## config.mk

```make
export PLATFORM = sky130hd
export DESIGN_NAME = bunch_pattern_generator
export DESIGN_NICKNAME = d
export VERILOG_FILES = /design/src/source/bcm_geometry_pkg.sv /design/src/source/bcm_link_pkg.sv /design/src/source/bunch_pattern_generator.sv /design/src/source/fill_map_expander.sv /design/src/source/playback_sequencer.sv /design/src/source/waveform_ram.sv /design/src/source/word_serializer.sv
export SDC_FILE = /design/constraint.sdc
export NUM_CORES = 1
export LEC_CHECK = 0
export BUFFER_PORTS_ARGS = -buffer_cell sky130_fd_sc_hd__buf_2
export CAP_MARGIN = 20
export CORE_ASPECT_RATIO = 0.6
export CORE_UTILIZATION = 55
export DETAILED_ROUTE_END_ITERATION = 10
export PLACE_DENSITY = 0.71
export SETUP_SLACK_MARGIN = 0.5
export SLEW_MARGIN = 0
export SYNTH_ARGS = -nofsm -noshare
export SYNTH_HDL_FRONTEND = slang
export SYNTH_HIERARCHICAL = 1
export SYNTH_SLANG_ARGS = --single-unit
```

## constraint.sdc

```tcl
create_clock -name clock50 -period 6.2 [get_ports clock50]
set_input_delay 1.24 -clock clock50 [delete_from_list [all_inputs] [get_ports clock50]]
set_output_delay 1.24 -clock clock50 [all_outputs]
set_load 0.05 [all_outputs]
```

## src/source/bcm_geometry_pkg.sv

```systemverilog
package bcm_geometry_pkg;

	// ram word and serializer width
	localparam int word_bits = 8;
	// words per bucket slot
	localparam int slot_words = 8;
	localparam int slot_count = 16;
	// whole image, one slot after the other
	localparam int ram_words = slot_count * slot_words;
	localparam int address_bits = 7;

	typedef logic [word_bits-1:0] word_t;
	typedef logic [address_bits-1:0] address_t;

	// pattern of one bucket slot
	typedef enum logic [1:0] {
		pattern_empty,
		pattern_pilot,
		pattern_short_train,
		pattern_full_train
	} pattern_kind_t;

	// filled words at the start of a slot
	function automatic int unsigned fill_length(pattern_kind_t kind);
		case (kind)
			pattern_pilot: return 1;
			pattern_short_train: return 4;
			pattern_full_train: return 8;
			default: return 0;
		endcase
	endfunction

	// one entry per slot
	// two trains separated by a pilot, abort gap at the end
	localparam pattern_kind_t fill_map [slot_count] = '{
		pattern_full_train, pattern_full_train, pattern_full_train, pattern_full_train,
		pattern_full_train, pattern_full_train, pattern_short_train, pattern_pilot,
		pattern_full_train, pattern_full_train, pattern_full_train, pattern_full_train,
		pattern_full_train, pattern_full_train, pattern_short_train, pattern_empty
	};

	// word at a position inside a slot of the given kind
	function automatic word_t pattern_word(pattern_kind_t kind, int unsigned position);
		if (position >= fill_length(kind))
			return 8'h00;
		// f0, 0f, then a gap word, repeating
		case (position % 3)
			0: return 8'hf0;
			1: return 8'h0f;
			default: return 8'h00;
		endcase
	endfunction

endpackage

```

## src/source/bcm_link_pkg.sv

```systemverilog
package bcm_link_pkg;

	import bcm_geometry_pkg::*;

	// wishbone classic, master to slave
	typedef struct packed {
		logic cyc;
		logic stb;
		logic we;
		address_t adr;
		word_t dat;
	} wb_request_t;

	// wishbone classic, slave to master
	// writes only, so no read data
	typedef struct packed {
		logic ack;
	} wb_response_t;

	// one word handed from sequencer to serializer
	typedef struct packed {
		word_t data;
		// first word of a pass through the window
		logic frame_start;
	} playback_word_t;

	// fill map expander fsm
	typedef enum logic [1:0] {
		expand_write,
		expand_wait_ack,
		expand_done
	} expander_state_t;

endpackage

```

## src/source/bunch_pattern_generator.sv

```systemverilog
`timescale 1ns/1ps

module bunch_pattern_generator
	import bcm_geometry_pkg::*;
	import bcm_link_pkg::*;
(
	input logic clock50,
	input logic reset,
	input address_t play_start,
	input address_t play_end,
	output logic bit_out,
	output logic frame_marker,
	output logic init_done
);

	// image write bus
	wb_request_t wb_request;
	wb_response_t wb_response;
	// playback read port
	logic read_enable;
	address_t read_address;
	word_t read_data;
	// words to the serializer
	playback_word_t playback_word;
	logic word_valid;

	// stage one, build the image
	fill_map_expander expander (
		.clock50(clock50),
		.reset(reset),
		.wb_request(wb_request),
		.wb_response(wb_response),
		.init_done(init_done)
	);

	waveform_ram ram (
		.clock50(clock50),
		.reset(reset),
		.wb_request(wb_request),
		.wb_response(wb_response),
		.read_enable(read_enable),
		.read_address(read_address),
		.read_data(read_data)
	);

	// stage two, walk the window
	playback_sequencer sequencer (
		.clock50(clock50),
		.reset(reset),
		.init_done(init_done),
		.play_start(play_start),
		.play_end(play_end),
		.read_enable(read_enable),
		.read_address(read_address),
		.read_data(read_data),
		.playback_word(playback_word),
		.word_valid(word_valid)
	);

	// stage three, one bit per clock
	word_serializer serializer (
		.clock50(clock50),
		.reset(reset),
		.playback_word(playback_word),
		.word_valid(word_valid),
		.bit_out(bit_out),
		.frame_marker(frame_marker)
	);

endmodule

```

## src/source/fill_map_expander.sv

```systemverilog
`timescale 1ns/1ps

module fill_map_expander
	import bcm_geometry_pkg::*;
	import bcm_link_pkg::*;
(
	input logic clock50,
	input logic reset,
	output wb_request_t wb_request,
	input wb_response_t wb_response,
	output logic init_done
);

	expander_state_t state;
	// current slot and word inside it
	logic [$clog2(slot_count)-1:0] slot_index;
	logic [$clog2(slot_words)-1:0] word_index;
	logic [$clog2(slot_count)-1:0] next_slot;
	logic [$clog2(slot_words)-1:0] next_word;
	logic last_word;

	// write request for one word of the image
	function automatic wb_request_t write_request(
		logic [$clog2(slot_count)-1:0] slot,
		logic [$clog2(slot_words)-1:0] word
	);
		wb_request_t request;
		request.cyc = 1'b1;
		request.stb = 1'b1;
		request.we = 1'b1;
		// slot in the upper address bits
		request.adr = {slot, word};
		request.dat = pattern_word(fill_map[slot], word);
		return request;
	endfunction

	// word counter wraps into the next slot
	always_comb begin
		next_word = word_index + 1'b1;
		next_slot = slot_index;
		if (word_index == slot_words - 1)
			next_slot = slot_index + 1'b1;
	end

	assign last_word = (slot_index == slot_count - 1) && (word_index == slot_words - 1);

	always_ff @(posedge clock50) begin
		if (reset) begin
			state <= expand_write;
			slot_index <= '0;
			word_index <= '0;
			wb_request <= '0;
			init_done <= 1'b0;
		end else begin
			case (state)
				expand_write: begin
					// first word, bus idle until now
					wb_request <= write_request(slot_index, word_index);
					state <= expand_wait_ack;
				end
				expand_wait_ack: begin
					// hold the request until the slave acks
					if (wb_response.ack) begin
						if (last_word) begin
							wb_request <= '0;
							init_done <= 1'b1;
							state <= expand_done;
						end else begin
							// back to back, next word right away
							slot_index <= next_slot;
							word_index <= next_word;
							wb_request <= write_request(next_slot, next_word);
						end
					end
				end
				default: begin
					// image complete, stay here until reset
					state <= expand_done;
				end
			endcase
		end
	end

endmodule

```

## src/source/playback_sequencer.sv

```systemverilog
`timescale 1ns/1ps

module playback_sequencer
	import bcm_geometry_pkg::*;
	import bcm_link_pkg::*;
(
	input logic clock50,
	input logic reset,
	input logic init_done,
	input address_t play_start,
	input address_t play_end,
	output logic read_enable,
	output address_t read_address,
	input word_t read_data,
	output playback_word_t playback_word,
	output logic word_valid
);

	logic running;
	// one read every word_bits cycles
	logic [$clog2(word_bits)-1:0] pace;
	address_t address;
	address_t next_address;
	// exclusive end of the window, latched
	address_t window_end;
	// next read is the window start
	logic first_word;
	// frame flag of the read in flight
	logic read_frame;
	logic frame_start;

	// wraps mod ram_words, so end equal to start plays all 128 words
	assign next_address = address + 1'b1;

	always_ff @(posedge clock50) begin
		if (reset) begin
			running <= 1'b0;
			pace <= '0;
			read_enable <= 1'b0;
			read_frame <= 1'b0;
			word_valid <= 1'b0;
			frame_start <= 1'b0;
		end else begin
			read_enable <= 1'b0;
			// ram data and flag arrive together
			word_valid <= read_enable;
			frame_start <= read_frame;
			if (!running) begin
				// wait for the image
				if (init_done)
					running <= 1'b1;
				pace <= '0;
			end else begin
				pace <= pace + 1'b1;
				if (pace == '0) begin
					read_enable <= 1'b1;
					read_frame <= first_word;
				end
			end
		end
	end

	// window bounds and address, no reset needed
	always_ff @(posedge clock50) begin
		if (!running) begin
			address <= play_start;
			window_end <= play_end;
			first_word <= 1'b1;
		end else if (pace == '0) begin
			read_address <= address;
			if (next_address == window_end) begin
				// wrap, resample bounds
				address <= play_start;
				window_end <= play_end;
				first_word <= 1'b1;
			end else begin
				address <= next_address;
				first_word <= 1'b0;
			end
		end
	end

	assign playback_word.data = read_data;
	assign playback_word.frame_start = frame_start;

endmodule

```

## src/source/waveform_ram.sv

```systemverilog
`timescale 1ns/1ps

module waveform_ram
	import bcm_geometry_pkg::*;
	import bcm_link_pkg::*;
(
	input logic clock50,
	input logic reset,
	input wb_request_t wb_request,
	output wb_response_t wb_response,
	input logic read_enable,
	input address_t read_address,
	output word_t read_data
);

	// the waveform image
	word_t memory [ram_words];
	logic write_strobe;

	// new cycle seen by the slave
	// the ack cycle itself is the tail of the previous write
	assign write_strobe = wb_request.cyc && wb_request.stb && !wb_response.ack;

	// single cycle ack, one edge after stb
	always_ff @(posedge clock50) begin
		if (reset)
			wb_response.ack <= 1'b0;
		else
			wb_response.ack <= write_strobe;
	end

	// write lands on the same edge that raises ack
	always_ff @(posedge clock50) begin
		if (write_strobe && wb_request.we)
			memory[wb_request.adr] <= wb_request.dat;
	end

	// registered read port
	// data one cycle after the request
	always_ff @(posedge clock50) begin
		if (read_enable)
			read_data <= memory[read_address];
	end

endmodule

```

## src/source/word_serializer.sv

```systemverilog
`timescale 1ns/1ps

module word_serializer
	import bcm_geometry_pkg::*;
	import bcm_link_pkg::*;
(
	input logic clock50,
	input logic reset,
	input playback_word_t playback_word,
	input logic word_valid,
	output logic bit_out,
	output logic frame_marker
);

	// msb leaves first
	word_t shift_register;
	logic frame_flag;

	always_ff @(posedge clock50) begin
		if (reset) begin
			shift_register <= '0;
			frame_flag <= 1'b0;
		end else if (word_valid) begin
			shift_register <= playback_word.data;
			frame_flag <= playback_word.frame_start;
		end else begin
			// zeros shift in behind the word
			shift_register <= shift_register << 1;
			// marker only on the first bit
			frame_flag <= 1'b0;
		end
	end

	assign bit_out = shift_register[word_bits-1];
	assign frame_marker = frame_flag;

endmodule
```

## Word-level counts from Yosys, hierarchy flattened

Memory sizes are Yosys's and may differ from the RTL's. A register that Yosys moved wholly into a read port is not among the register bits.
Cells that the tools add are included.

- Flip-flop bits (word level): 68
- Bits in writable memories: 1024
- ROM bits: 64
- Bits of input ports: 16
- Output and inout port bits: 3
- Word-level logic and storage cells: 121
- Memories: 3

Memory list:

| memory | depth | bits a word | rd ports | clocked after Yosys merged registers in | wr ports | line | source |
|---|---|---|---|---|---|---|---|
| ram.memory | 128 | 8 | 1 | 1 | 1 | waveform_ram.sv:17 | `word_t memory [ram_words];` |
| (no name shown) | 16 | 2 | 1 | 0 | 0 | fill_map_expander.sv:33 | `request.dat = pattern_word(fill_map[slot], word);` |
| (no name shown) | 16 | 2 | 1 | 0 | 0 | fill_map_expander.sv:33 |  |

- $add $sub $neg: 4
- Divide/modulo/power cells: 2
- Order comparisons: 4
- Equality and inequality tests: 16
- Multiplexer cells: 46
- Bitwise logic cells: 5
- Reduce and logical (&&, ||, !) cells: 18

Operators by type and width:

| operator | number |
|---|---|
| $mux W32 | 6 |
| $eq A32 B1 Y1 const B | 2 |
| $ge A3 B32 Y1 | 2 |
| $logic_not A32 Y1 | 2 |
| $mod A3 B2 Y32 const B | 2 |
| $mux W7 | 6 |
| $mux W8 | 5 |
| $mux W18 | 2 |
| $pmux W18 S2 | 1 |
| $pmux W8 S2 | 2 |
| $pmux W4 S3 | 2 |
| $mux W1 | 14 |
| $mux W2 | 6 |
| $ge A5 B5 Y1 const B | 2 |
| $not A4 Y5 | 2 |
| $eq A2 B2 Y1 const B | 4 |
| $reduce_and A2 Y1 | 4 |
| $add A7 B1 Y7 const B | 1 |
| $eq A7 B7 Y1 | 1 |
| $add A3 B1 Y3 const B | 2 |
| $eq A2 B1 Y1 const B | 3 |
| $reduce_and A3 Y1 | 2 |
| $add A4 B1 Y4 const B | 1 |
| $eq A4 B4 Y1 const B | 1 |
| 12 further kinds | 20 |

## Depth between registers and ports, before layout

Gate-level depths: netlist (run 1).

- Depth after elaboration: 22
- Mapped depth: 12
- Gate-level depth less buffers: 12

## Hierarchy

Netlist (run 1), hierarchy kept.

Modules (own cells, without submodules):

| module | times used | cells an instance | area an instance (µm²) | seq. area each (µm²) |
|---|---|---|---|---|
| waveform_ram | 1 | 1628 | 39708.1 | 31009.7 |
| fill_map_expander | 1 | 175 | 1467.7 | 400.4 |
| playback_sequencer | 1 | 100 | 1332.5 | 810.8 |
| word_serializer | 1 | 27 | 312.8 | 180.2 |

## Worst setup path after synthesis (run 1)

OpenSTA, ideal clock, no wires.

- Kind: register to register
- Start: register expander/wb_request[3] (netlist name)
- End: memory ram/memory[0][1] (netlist bit) (data pin)
- Library setup time: 0.294 ns
- Arrival time: 2.699 ns
- Required time: 5.906 ns
- Path slack: 3.207 ns
- Cell stages (with the launch flop): 2
- Buffers on the path: 1
- Period minus slack after synthesis: 2.993 ns
- Path through: dfxtp_1 > buf_4

RTL lines:

| item | line |
|---|---|
| end: declaration | waveform_ram.sv:17 |

==> out/summary.json, run 1 <==
{
  "synth_most_common_cell": "sky130_fd_sc_hd__edfxtp_1",
  "post-synth-top-area-cell": "sky130_fd_sc_hd__edfxtp_1",
  "netlist_top_cells_count": "sky130_fd_sc_hd__edfxtp_1, sky130_fd_sc_hd__mux4_2, sky130_fd_sc_hd__nor2_1, sky130_fd_sc_hd__clkbuf_1, sky130_fd_sc_hd__dfxtp_1",
  "dp_hpwl_um": 54600,
  "worstMarginPinSlew_ns": 1.59,
  "die_height_um": 218,
  "ys_ff_latch": 1092,
  "syn-instance-count": 1930,
  "via_per_inst": 6.45,
  "postLayoutCoreUtil": 0.618,
  "mappedNetlistNets": 1964,
  "synth_sequential_area_ratio": 0.757,
  "timing.rr.start": "sequencer/read_address[0]",
  "first_iter_violations": 2641,
  "worstPathMaxFanout": 17,
  "final_nets": 2011,
  "drcViolationCount": 0,
  "synth.distinct_cells": 62,
  "async_reset_ff_frac": 0,
  "insertedDiodeCount": 0,
  "worst_path_dominant_cell_family": "multiplexers",
  "cts_buffers": 93,
  "worst_path_most_repeated_cell": "sky130_fd_sc_hd__mux4_2",
  "clk_path_buf_depth": 3,
  "power.clock.fraction": 0.406,
  "initial_cell_density_of_the_core": 0.561,
  "cts_resized": 0,
  "post_cts_buffers": 0,
  "core_area_um2": 76300,
  "post-synth-top-area-fraction": 0.738,
  "timing.reg2reg.setup_slack_ns": 2.39,
  "fillers": 5124,
  "fmaxAchievable_mhz": 262,
  "largest_net_degree_at_the_start_of_global_routing": 314,
  "first_pass_grt_wire_length_um": 135000,
  "route.final.wire_length_um": 92200,
  "max-vdd-ir-drop_uv": 254,
  "clkTransAtPathRegs_ns": 0.07,
  "setup.worst_path.end_class": "register",
  "power.switching_fraction": 0.197,
  "clock-sinks": 1092,
  "final-max-slew-violation-count": 127,
  "insertion_delay_ns": 0.68,
  "violations": "slew limit",
  "grt_antenna_before_repair": 6,
  "post-route-min-period_ns": 3.81,
  "detailed_routing_iteration_count_for_the_pre_antenna_repair_pass": 5,
  "wl_per_cell_um": 29.8,
  "number_of_global_route_vias_before_repair": 19500,
  "syn-cell-area_um2": 42800,
  "io_buffers": 18,
  "worstPathArrival_ns": 4.23,
  "site_row_count": 78,
  "share_of_layout_cells_above_drive_strength_1": 0.276,
  "hp-class": "reg2reg",
  "post_cts_hold_buffer_count": 0,
  "gr_usage_total": 0.240,
  "area_growth_syn_to_fin_pct": 10.1,
  "power.static_leakage_nw": 14.6,
  "design_area_um2": 47200,
  "hold_violations": 0,
  "post_route_fraction_of_the_period_consumed_by_the_critical_path": 0.615,
  "reg2regPathDepth": 6,
  "cts_max_level": 3,
  "synth.top_cells.by_area": "sky130_fd_sc_hd__edfxtp_1, sky130_fd_sc_hd__mux4_2, sky130_fd_sc_hd__dfxtp_1",
  "yosysWarningCount": 6,
  "relSlewSlack": -0.0567,
  "pwr-share-comb": 0.017,
  "num_vias": 19900,
  "die_x_um": 362,
  "start_kind": "register",
  "ys_dominant_reg_cell": "sky130_fd_sc_hd__edfxtp_1",
  "worst_path_largest_cell_delay_ns": 0.90,
  "timing.max_cap.violations": 0,
  "timing.critical_path.required_ns": 6.62,
  "cp_cell_instances": "buf_4 > buf_4 > mux4_2 > mux4_2 > mux4_2 > mux2_2",
  "synth_enable_flop_cells": 1053,
  "p_switching_mw": 2.83,
  "rsz0062_at_grt": "false",
  "grt_overflow": 0,
  "root_buffer": "sky130_fd_sc_hd__clkbuf_16",
  "finalClockSkew_ns": 0.0237,
  "p_seq_frac": 0.577,
  "worst_hold_endpoint": "sequencer/pace[0]",
  "cell_internal_power_mw": 11.5,
  "cp_slowest_cell": "sky130_fd_sc_hd__edfxtp_1",
  "ant_nets": 0,
  "power_density_nw_per_um2": 303,
  "status": "finished with violations",
  "path_buf_inv": 2,
  "setup-tns-final_ns": 0,
  "gpl.final_weighted_congestion": 0.811,
  "design.die.area_um2": 79000,
  "start_point_of_the_worst_min_delay_path": "sequencer/pace[0]",
  "r2r_end": "ram/read_data[0]",
  "floorplan.io_pins": 19,
  "cts_tree": "done",
  "report.final.setup_viol": 0,
  "area_post_placement_um2": 44000,
  "timing_worst_setup_path_type": "reg2reg",
  "min_path_cells": 1,
  "post_synth.cell_area_avg_um2": 22.2
}
==> power by group through the flow <==
stage | logic [mW] | clock network, mW | registers [mW]
after CTS | 0.232 | 5.90 | 8.25
after floorplan | 0.134 | 0 | 8.41
after detailed placement | 0.232 | 0 | 8.41
final | 0.238 | 5.81 | 8.26
after global placement | 0.211 | 0 | 8.41
after global routing | 0.262 | 6.18 | 8.25
==> metrics by stage <==
step	setup WS [ns]	std cells	power (mW)	hold slack, ns
after floorplan	3.21	1930	8.54	0.417
after global placement	2.41	2906	8.62	0.427
after detailed placement	2.38	2907	8.65	0.440
after CTS	2.31	3075	14.4	0.458
after global routing	2.22	3090	14.7	0.480
final	2.39	3090	14.3	0.456
==> cell type report <==
type / count / area (um^2) / area share
repair buffers: 61 / 583 / 0.0124
multi-input cells: 715 / 9810 / 0.208
well taps: 1040 / 1300 / 0.0276
inverters: 14 / 52.6 / 0.00111
flip-flops and latches: 1092 / 32400 / 0.687
clock buffers: 107 / 2430 / 0.0515
clock inverters: 61 / 571 / 0.0121
==> flip-flops by register name, indices dropped and copies added (netlist names) <==
name	cells
expander/init_done	1
expander/slot_index	4
expander/state	2
expander/wb_request	10
expander/word_index	3
ram/memory	1024
ram/read_data	8
ram/wb_response	1
sequencer/address	7
sequencer/first_word	1
sequencer/frame_start	1
sequencer/pace	3
sequencer/read_address	7
sequencer/read_enable	1
sequencer/read_frame	1
sequencer/running	1
sequencer/window_end	7
sequencer/word_valid	1
serializer/frame_marker	1
serializer/shift_register	8
==> worst max path at each step <==
stage | start | to | slack [ns] | depth (start not counted)
final | sequencer/read_address[0] | ram/read_data[0] | 2.39 | 6
after CTS | sequencer/read_address[0] | ram/read_data[0] | 2.31 | 6
after detailed placement | sequencer/read_address[0] | ram/read_data[6] | 2.38 | 6
after global routing | sequencer/read_address[0] | ram/read_data[0] | 2.22 | 6
after global placement | sequencer/read_address[0] | ram/read_data[0] | 2.41 | 6
after floorplan | expander/wb_request[3] | ram/memory[0][1] | 3.21 | 1
==> worst register-to-register path, cell delays in order, from the launching register on <==
cell	delay, ns
sky130_fd_sc_hd__edfxtp_1	0.90
sky130_fd_sc_hd__buf_4	0.39
sky130_fd_sc_hd__buf_4	0.39
sky130_fd_sc_hd__mux4_2	0.57
sky130_fd_sc_hd__mux4_2	0.50
sky130_fd_sc_hd__mux4_2	0.51
sky130_fd_sc_hd__mux2_2	0.30
==> cells by family after synthesis <==
family                     share of synthesized area
and+or+nand+nor                               0.0284
DFF                                            0.757
buffers and inverters                         0.0143
muxes                                          0.184
xor gates and xnor gates                     0.00409
AOI/OAI and AO/OA                            0.00777
adders and majority gates                    0.00526
==> routing by layer <==
metal | GRT usage | vias up | wire, um
met1 | 0.375 | 10600 | 39500
met3 | 0.0943 | 122 | 12200
met4 | 0.0526 | 4 | 1510
met5 | 0 | - | 24
met2 | 0.321 | 1035 | 38900
li1 | - | 8148 | -
==> placed cells by master (no fill, tap or decap), types with 12 or more instances in the layout <==
cell type,Yosys,final
sky130_fd_sc_hd__mux2i_1,12,12
sky130_fd_sc_hd__nor2b_1,13,13
sky130_fd_sc_hd__clkbuf_16,0,94
sky130_fd_sc_hd__mux2_2,14,14
sky130_fd_sc_hd__mux4_2,336,336
sky130_fd_sc_hd__inv_1,13,13
sky130_fd_sc_hd__buf_2,20,18
sky130_fd_sc_hd__nor2_1,166,166
sky130_fd_sc_hd__clkinv_2,0,15
sky130_fd_sc_hd__clkinv_1,0,24
sky130_fd_sc_hd__nand3_1,15,15
sky130_fd_sc_hd__nand2_1,31,29
sky130_fd_sc_hd__buf_4,27,23
sky130_fd_sc_hd__xnor2_1,17,17
sky130_fd_sc_hd__dfxtp_1,39,37
sky130_fd_sc_hd__ha_1,18,18
sky130_fd_sc_hd__edfxtp_1,1053,1053
Note: power is estimated with default switching activity, not from simulation.
==> run 2, diff against run 1 <==
- PLACE_DENSITY: 0.71 -> 0.73
- clock period: 6.2 -> 3.35 ns (I/O delays scaled with it)
==> run 2 against run 1 <==
The run now ends clean. Power is 85% higher. Cell count is 4.0% higher. Flip-flop and latch count did not move. Setup slack got worse by 2.2 ns. Global-route usage is 0.72 points higher. Non-clock buffer count up 117. Clock skew is 0.0023 ns higher. Combinational power increased by 110%. Register-to-register slack got worse by 2.2 ns. Critical path type unchanged.
==> out/summary.json, run 2 (synthesized netlist as in run 1, its figures left out) <==
{
  "status": "completed",
  "first_pass_grt_wire_length": {"value": 139000, "unit": "um", "change": "+3.4%"},
  "fmaxAchievable": {"value": 316, "unit": "MHz", "change": "+21%"},
  "pwr-share-comb": {"value": 0.019, "change": "+0.002"},
  "gr_usage_total": {"value": 0.248, "change": "+0.00723"},
  "cp_slowest_cell": "sky130_fd_sc_hd__mux4_2",
  "hp-class": "in2reg",
  "largest_net_degree_at_the_start_of_global_routing": {"value": 180, "change": "-43%"},
  "sequential_cell_area": {"value": 32400, "unit": "um^2", "change": "about the same"},
  "post_cts_hold_buffer_count": {"value": 0, "change": "unchanged"},
  "clkTransAtPathRegs": {"value": 0.07, "unit": "ns", "change": "about the same"},
  "cts_tree": "done",
  "die_x": {"value": 362, "unit": "um", "change": "unchanged"},
  "gpl.final_weighted_congestion": {"value": 0.817, "change": "+0.81%"},
  "regMostFlops": "ram/memory",
  "via_per_inst": {"value": 6.42, "change": "-0.39%"},
  "drcViolationCount": {"value": 0, "change": "unchanged"},
  "cts_buffers": {"value": 93, "change": "unchanged"},
  "design_area": {"value": 48700, "unit": "um^2", "change": "+3.3%"},
  "timing.max_cap.violations": {"value": 0, "change": "unchanged"},
  "post-route-min-period": {"value": 3.16, "unit": "ns", "change": "-0.652 ns"},
  "power.switching_fraction": {"value": 0.201, "change": "+0.00369"},
  "insertedDiodeCount": {"value": 0, "change": "unchanged"},
  "multiInputGateArea": {"value": 9910, "unit": "um^2", "change": "+1.0%"},
  "number_of_global_route_vias_before_repair": {"value": 20000, "change": "+2.8%"},
  "dp_hpwl": {"value": 56600, "unit": "um", "change": "+3.7%"},
  "ant_nets": {"value": 0, "change": "unchanged"},
  "p_switching": {"value": 5.33, "unit": "mW", "change": "+89%"},
  "grt_overflow": {"value": 0, "change": "unchanged"},
  "registers_with_the_most_flip_flops": "ram/memory: 1024 flops, expander/wb_request: 10 flops",
  "relSlewSlack": {"value": 0.332, "change": "+0.389"},
  "insertion_delay": {"value": 0.69, "unit": "ns", "change": "about the same"},
  "setup.worst_path.end_class": "register",
  "cell_internal_power": {"value": 21.2, "unit": "mW", "change": "+84%"},
  "timing.reg2reg.setup_slack": {"value": 0.19, "unit": "ns", "change": "-2.20 ns"},
  "worst_path_largest_cell_delay": {"value": 0.60, "unit": "ns", "change": "-0.30 ns"},
  "timing.rr.start": "sequencer/read_address[0]",
  "wl_per_cell": {"value": 29.8, "unit": "um", "change": "about the same"},
  "cts_max_level": {"value": 3, "change": "unchanged"},
  "clk_path_buf_depth": {"value": 3, "change": "unchanged"},
  "grt_antenna_before_repair": {"value": 3, "change": "-3"},
  "max-vdd-ir-drop": {"value": 390, "unit": "uV", "change": "+54%"},
  "report.final.setup_viol": {"value": 0, "change": "unchanged"},
  "pre_cts_ws": {"value": 0.0514, "unit": "ns", "change": "-2.33 ns"},
  "num_vias": {"value": 20600, "change": "+3.6%"},
  "power.clock.fraction": {"value": 0.406, "change": "about the same"},
  "cp_cell_instances": "buf_12 > buf_12 > buf_16 > buf_12 > mux4_2 > mux4_2 > mux4_2 > mux2_4",
  "detailed_routing_iteration_count_for_the_pre_antenna_repair_pass": {"value": 5, "change": "unchanged"},
  "share_of_layout_cells_above_drive_strength_1": {"value": 0.329, "change": "+0.0528"},
  "finalClockSkew": {"value": 0.0261, "unit": "ns", "change": "+0.00235 ns"},
  "final-max-slew-violation-count": {"value": 0, "change": "-100%"},
  "floorplan.io_pins": {"value": 19, "change": "unchanged"},
  "worstPathArrival": {"value": 3.60, "unit": "ns", "change": "-0.63 ns"},
  "worstPathMaxFanout": {"value": 8, "change": "-9"},
  "route.final.wire_length": {"value": 95900, "unit": "um", "change": "+4.1%"},
  "first_iter_violations": {"value": 2965, "change": "+12%"},
  "core_area": {"value": 76300, "unit": "um^2", "change": "unchanged"},
  "site_row_count": {"value": 78, "change": "unchanged"},
  "highest_count_cells_in_the_layout_ignoring_fill_and_taps": "sky130_fd_sc_hd__edfxtp_1, sky130_fd_sc_hd__mux4_2, sky130_fd_sc_hd__nor2_1",
  "worst_hold_endpoint": "sequencer/window_end[5]",
  "setup-tns-final": {"value": 0, "unit": "ns", "change": "unchanged"},
  "post_route_fraction_of_the_period_consumed_by_the_critical_path": {"value": 0.943, "change": "+0.328"},
  "final_nets": {"value": 2128, "change": "+5.8%"},
  "io_buffers": {"value": 18, "change": "unchanged"},
  "power_density": {"value": 544, "unit": "nW/um^2", "change": "+79%"},
  "area_growth_syn_to_fin_pct": 13.8,
  "mostFrequentLayoutCell": "sky130_fd_sc_hd__edfxtp_1",
  "clock-sinks": {"value": 1092, "change": "unchanged"},
  "hold_violations": {"value": 0, "change": "unchanged"},
  "r2r_end": "ram/read_data[2]",
  "root_buffer": "sky130_fd_sc_hd__clkbuf_16",
  "design.die.area": {"value": 79000, "unit": "um^2", "change": "unchanged"},
  "area_post_placement": {"value": 44900, "unit": "um^2", "change": "+2.1%"},
  "start_point_of_the_worst_min_delay_path": "play_end[5]",
  "start_kind": "register",
  "min_path_cells": {"value": 1, "change": "unchanged"},
  "timing_worst_setup_path_type": "reg2reg",
  "timing.critical_path.required": {"value": 3.79, "unit": "ns", "change": "-2.83 ns"},
  "max_ffs_per_register": {"value": 1024, "change": "unchanged"},
  "final.setup.worst_slack": {"value": 0.190, "unit": "ns", "change": "-2.20 ns"},
  "reg2regPathDepth": {"value": 8, "change": "+2"},
  "p_seq_frac": {"value": 0.576, "change": "about the same"},
  "initial_cell_density_of_the_core": {"value": 0.561, "change": "unchanged"},
  "die_height": {"value": 218, "unit": "um", "change": "unchanged"},
  "rsz0062_at_grt": "true",
  "worstMarginPinSlew": {"value": 1.00, "unit": "ns", "change": "-0.583 ns"},
  "fillers": {"value": 4949, "change": "-3.4%"},
  "power.static_leakage": {"value": 15.4, "unit": "nW", "change": "+5.8%"}
}
## run 2: changes by cell type in the layout (fill, tap and decap cells not counted), sizes merged
cell | before | now
buf | 61 | 174
clkbuf | 107 | 129
bufinv | 10 | 5
clkinv | 40 | 37
inv | 19 | 17
clkinvlp | 6 | 5
## run 2: power by group through the flow
stage / registers, mW / clock network [mW] / logic, mW
finish: 15.3 / 10.7 / 0.491
global route: 15.2 / 11.4 / 0.532
CTS: 15.3 / 10.9 / 0.479
detailed placement: 15.6 / 0 / 0.480
global placement: 15.5 / 0 / 0.436
floorplan: 15.6 / 0 / 0.247
## run 2: critical path, delay by kind of cell (launching register included)
family	cells	cell delay, ns
mux	4	1.90
buf+inv	4	0.58
flops	1	0.41
## run 2: layer usage
| metal | track usage | wire length, um | up-vias |
|---|---|---|---|
| li1 | - | - | 8392 |
| met2 | 0.346 | 42300 | 1140 |
| met1 | 0.386 | 40400 | 11000 |
| met3 | 0.0834 | 11700 | 123 |
| met5 | 0 | 10 | - |
| met4 | 0.0442 | 1460 | 2 |
## run 2: stage by stage
stage | cells | hold slack (ns) | total power, mW | util
after floorplan | 1930 | 0.417 | 15.8 | -
after global placement | 3000 | 0.427 | 16.0 | 0.588
after detailed placement | 3000 | 0.434 | 16.0 | 0.588
after CTS | 3195 | 0.118 | 26.6 | 0.635
after global routing | 3214 | 0.121 | 27.2 | 0.639
final | 3214 | 0.157 | 26.5 | 0.639
## run 2: what timing repair did
action | in CTS | in global routing
pin swaps | 1 | 1
setup buffers | 11 | 15
cloned | 9 | 4
gates resized for setup | 35 | 27
setup endpoints to repair | 65 | 129
## run 2: cell type report
cell class	count	area share
well taps	1040	0.0267
clock buffers	125	0.0534
multi-input cells	715	0.203
flip-flops and latches	1092	0.665
clock inverters	50	0.00839
inverters	14	0.00108
repair buffers	178	0.0419
## run 2: worst max-delay path by stage
stage | from | end | slack (ns) | cells after the start
after global routing | sequencer/read_address[0] | ram/read_data[3] | 0.17 | 7
after CTS | sequencer/read_address[0] | ram/read_data[3] | 0.21 | 7
after floorplan | sequencer/read_address[0] | ram/read_data[0] | 0.50 | 7
after global placement | sequencer/read_address[0] | ram/read_data[7] | 0.07 | 6
after detailed placement | sequencer/read_address[0] | ram/read_data[7] | 0.05 | 6
final | sequencer/read_address[0] | ram/read_data[2] | 0.19 | 8
==> run 3, diff against run 2 <==
- CELL_PAD_IN_SITES_DETAIL_PLACEMENT: unset -> 1
- CELL_PAD_IN_SITES_GLOBAL_PLACEMENT: unset -> 1
- CORE_UTILIZATION: 55 -> 54
- PLACE_DENSITY: 0.73 -> unset
- PLACE_DENSITY_LB_ADDON: unset -> 0.1
==> run 3 against run 2 <==
First-iteration DRC count down 1.2%. Power up 1.5%. Critical path depth unchanged. Via count up 0.66%. Non-clock buffer count up 59. Combinational power up 2%. Routed wire length up 9.7%. Register-to-register slack worse by 0.08 ns. Sequential share of layout area down 0.73 points. Cell area up 1.1%. Setup slack worse by 0.084 ns. Critical path type unchanged. Largest power group unchanged.
==> out/summary.json, run 3 (synthesized netlist as in run 1, its figures left out) <==
{
  "status": "completed",
  "drcViolationCount": {"value": 0, "change": "unchanged"},
  "clkTransAtPathRegs": {"value": 0.07, "unit": "ns", "change": "about the same"},
  "num_vias": {"value": 20800, "change": "+0.66%"},
  "place_inst": {"value": 3081, "change": "+2.7%"},
  "final_nets": {"value": 2192, "change": "+3.0%"},
  "relSlewSlack": {"value": 0.303, "change": "-0.0284"},
  "floorplan.io_pins": {"value": 19, "change": "unchanged"},
  "highest_count_cells_in_the_layout_ignoring_fill_and_taps": "sky130_fd_sc_hd__edfxtp_1, sky130_fd_sc_hd__mux4_2, sky130_fd_sc_hd__nor2_1, sky130_fd_sc_hd__buf_4, sky130_fd_sc_hd__clkbuf_16",
  "cell_internal_power": {"value": 21.4, "unit": "mW", "change": "+1.3%"},
  "insertion_delay": {"value": 0.70, "unit": "ns", "change": "about the same"},
  "pre_cts_ws": {"value": 0.0921, "unit": "ns", "change": "+0.0408 ns"},
  "timing_worst_setup_path_type": "reg2reg",
  "timing.max_cap.violations": {"value": 0, "change": "unchanged"},
  "first_iter_violations": {"value": 2929, "change": "-1.2%"},
  "grt_overflow": {"value": 0, "change": "unchanged"},
  "worstPathMaxFanout": {"value": 7, "change": "-1"},
  "gr_usage_total": {"value": 0.267, "change": "+0.0195"},
  "final.setup.worst_slack": {"value": 0.106, "unit": "ns", "change": "-0.0841 ns"},
  "dp_hpwl": {"value": 65400, "unit": "um", "change": "+16%"},
  "hold_violations": {"value": 0, "change": "unchanged"},
  "regMostFlops": "ram/memory",
  "core_area": {"value": 78000, "unit": "um^2", "change": "+2.2%"},
  "largest_net_degree_at_the_start_of_global_routing": {"value": 157, "change": "-13%"},
  "cts_buffers": {"value": 98, "change": "+5.4%"},
  "power.switching_fraction": {"value": 0.202, "change": "+0.00127"},
  "p_switching": {"value": 5.44, "unit": "mW", "change": "+2.1%"},
  "rsz0062_at_grt": "true",
  "initial_cell_density_of_the_core": {"value": 0.549, "change": "-0.0120"},
  "detailed_routing_iteration_count_for_the_pre_antenna_repair_pass": {"value": 5, "change": "unchanged"},
  "clk_path_buf_depth": {"value": 3, "change": "unchanged"},
  "cts_tree": "done",
  "mostFrequentLayoutCell": "sky130_fd_sc_hd__edfxtp_1",
  "area_post_placement": {"value": 45500, "unit": "um^2", "change": "+1.3%"},
  "worstPathArrival": {"value": 3.68, "unit": "ns", "change": "+0.08 ns"},
  "fmaxAchievable": {"value": 308, "unit": "MHz", "change": "-2.6%"},
  "start_kind": "register",
  "power.static_leakage": {"value": 15.8, "unit": "nW", "change": "+2.3%"},
  "root_buffer": "sky130_fd_sc_hd__clkbuf_16",
  "first_pass_grt_wire_length": {"value": 149000, "unit": "um", "change": "+6.9%"},
  "pwr-share-comb": {"value": 0.019, "change": "about the same"},
  "area_growth_syn_to_fin_pct": 15.1,
  "post_route_fraction_of_the_period_consumed_by_the_critical_path": {"value": 0.968, "change": "+0.0251"},
  "cts_max_level": {"value": 3, "change": "unchanged"},
  "die_height": {"value": 220, "unit": "um", "change": "+0.91%"},
  "clock-sinks": {"value": 1092, "change": "unchanged"},
  "gpl.final_weighted_congestion": {"value": 0.811, "change": "-0.76%"},
  "share_of_layout_cells_above_drive_strength_1": {"value": 0.338, "change": "+0.00892"},
  "site_row_count": {"value": 79, "change": "+1.3%"},
  "route.final.wire_length": {"value": 105000, "unit": "um", "change": "+9.7%"},
  "design.die.area": {"value": 80500, "unit": "um^2", "change": "+1.8%"},
  "hp-class": "in2reg",
  "power.clock.fraction": {"value": 0.413, "change": "+0.007"},
  "post_cts_hold_buffer_count": {"value": 0, "change": "unchanged"},
  "wl_per_cell": {"value": 32.0, "unit": "um", "change": "+7.2%"},
  "insertedDiodeCount": {"value": 0, "change": "unchanged"},
  "setup.worst_path.end_class": "register",
  "registers_with_the_most_flip_flops": "ram/memory: 1024 flops, expander/wb_request: 10 flops",
  "post-layout-total-power": {"value": 26.9, "unit": "mW", "change": "+1.5%"},
  "post_layout_instance_count_excluding_filler_cells": {"value": 3288, "change": "+2.3%"},
  "number_of_global_route_vias_before_repair": {"value": 20800, "change": "+4.0%"},
  "die_x": {"value": 366, "unit": "um", "change": "+0.92%"},
  "grt_antenna_before_repair": {"value": 6, "change": "+3"},
  "via_per_inst": {"value": 6.32, "change": "-1.6%"},
  "post-route-min-period": {"value": 3.24, "unit": "ns", "change": "+0.0841 ns"},
  "setup-tns-final": {"value": 0, "unit": "ns", "change": "unchanged"},
  "max_ffs_per_register": {"value": 1024, "change": "unchanged"},
  "power_density": {"value": 545, "unit": "nW/um^2", "change": "+0.33%"},
  "design_area": {"value": 49300, "unit": "um^2", "change": "+1.1%"},
  "ant_nets": {"value": 0, "change": "unchanged"},
  "report.final.setup_viol": {"value": 0, "change": "unchanged"},
  "p_seq_frac": {"value": 0.568, "change": "-0.008"},
  "finalClockSkew": {"value": 0.0239, "unit": "ns", "change": "-0.00219 ns"},
  "timing.critical_path.required": {"value": 3.79, "unit": "ns", "change": "about the same"},
  "max-vdd-ir-drop": {"value": 490, "unit": "uV", "change": "+26%"},
  "fillers": {"value": 6230, "change": "+26%"},
  "final-max-slew-violation-count": {"value": 0, "change": "unchanged"},
  "io_buffers": {"value": 18, "change": "unchanged"},
  "worstMarginPinSlew": {"value": 1.04, "unit": "ns", "change": "+0.0388 ns"}
}
-- run 3: changes by cell type in the layout (fill, tap and decap cells not counted), moves of 4 or more --
cell and delta:
sky130_fd_sc_hd__buf_4 +61, sky130_fd_sc_hd__nor2_1 +18, sky130_fd_sc_hd__buf_12 +4, sky130_fd_sc_hd__clkinv_1 +6
sky130_fd_sc_hd__nor2_2 -18, sky130_fd_sc_hd__clkinv_2 -6
-- run 3: path summary, 6_finish.rpt --
path | cells past startpoint | to | slack [ns] | from
max | 8 | ram/read_data[6] | 0.11 | sequencer/read_address[0]
min | 1 | sequencer/window_end[4] | 0.15 | play_end[4]
min reg2reg | 2 | sequencer/read_frame | 0.46 | sequencer/read_frame
max reg2reg | 8 | ram/read_data[6] | 0.11 | sequencer/read_address[0]
-- run 3: power groups by stage --
stage          combinational (mW)  sequential [mW]  clock [mW]
2_1_floorplan               0.247             15.6           0
3_3_place_gp                0.455             15.6           0
3_5_place_dp                0.495             15.6           0
4_1_cts                     0.495             15.3        11.3
5_1_grt                     0.542             15.3        11.7
6_report                    0.500             15.3        11.1
-- run 3: stage by stage --
stage | hold slack (ns) | util
floorplan | 0.417 | -
global placement | 0.425 | 0.583
detailed placement | 0.455 | 0.583
CTS | 0.0997 | 0.628
global route | 0.121 | 0.632
finish | 0.152 | 0.632
-- run 3: final cells by class --
cell class / instances / area, um^2 / area share
tap: 1053 / 1320 / 0.0267
multi-input combinational: 715 / 9890 / 0.201
clock buffer: 124 / 2610 / 0.0530
timing repair buffer: 237 / 2490 / 0.0506
sequential: 1092 / 32400 / 0.658
clock inverter: 53 / 500 / 0.0102
inverter: 14 / 52.6 / 0.00107
-- run 3: routing by layer --
| layer | global-route usage | share of wire |
|---|---|---|
| met5 | 0 | 0.00010 |
| met4 | 0.0563 | 0.017 |
| met3 | 0.0888 | 0.11 |
| met2 | 0.372 | 0.44 |
| met1 | 0.413 | 0.44 |
-- run 3: worst max-delay path, stage by stage (launching register included) --
cell,delay (ns)
sky130_fd_sc_hd__edfxtp_1,0.39
sky130_fd_sc_hd__buf_12,0.15
sky130_fd_sc_hd__buf_16,0.17
sky130_fd_sc_hd__buf_12,0.16
sky130_fd_sc_hd__buf_12,0.13
sky130_fd_sc_hd__mux4_2,0.53
sky130_fd_sc_hd__mux4_2,0.62
sky130_fd_sc_hd__mux4_2,0.54
sky130_fd_sc_hd__mux2_4,0.28
-- run 3: what timing repair did --
item | CTS | global route
pin swaps | 2 | 4
endpoints found under the hold margin | 0 | 0
gates resized for setup | 17 | 21
setup endpoints to repair | 14 | 10
buffers inserted | 13 | 7
cloned | 5 | 5
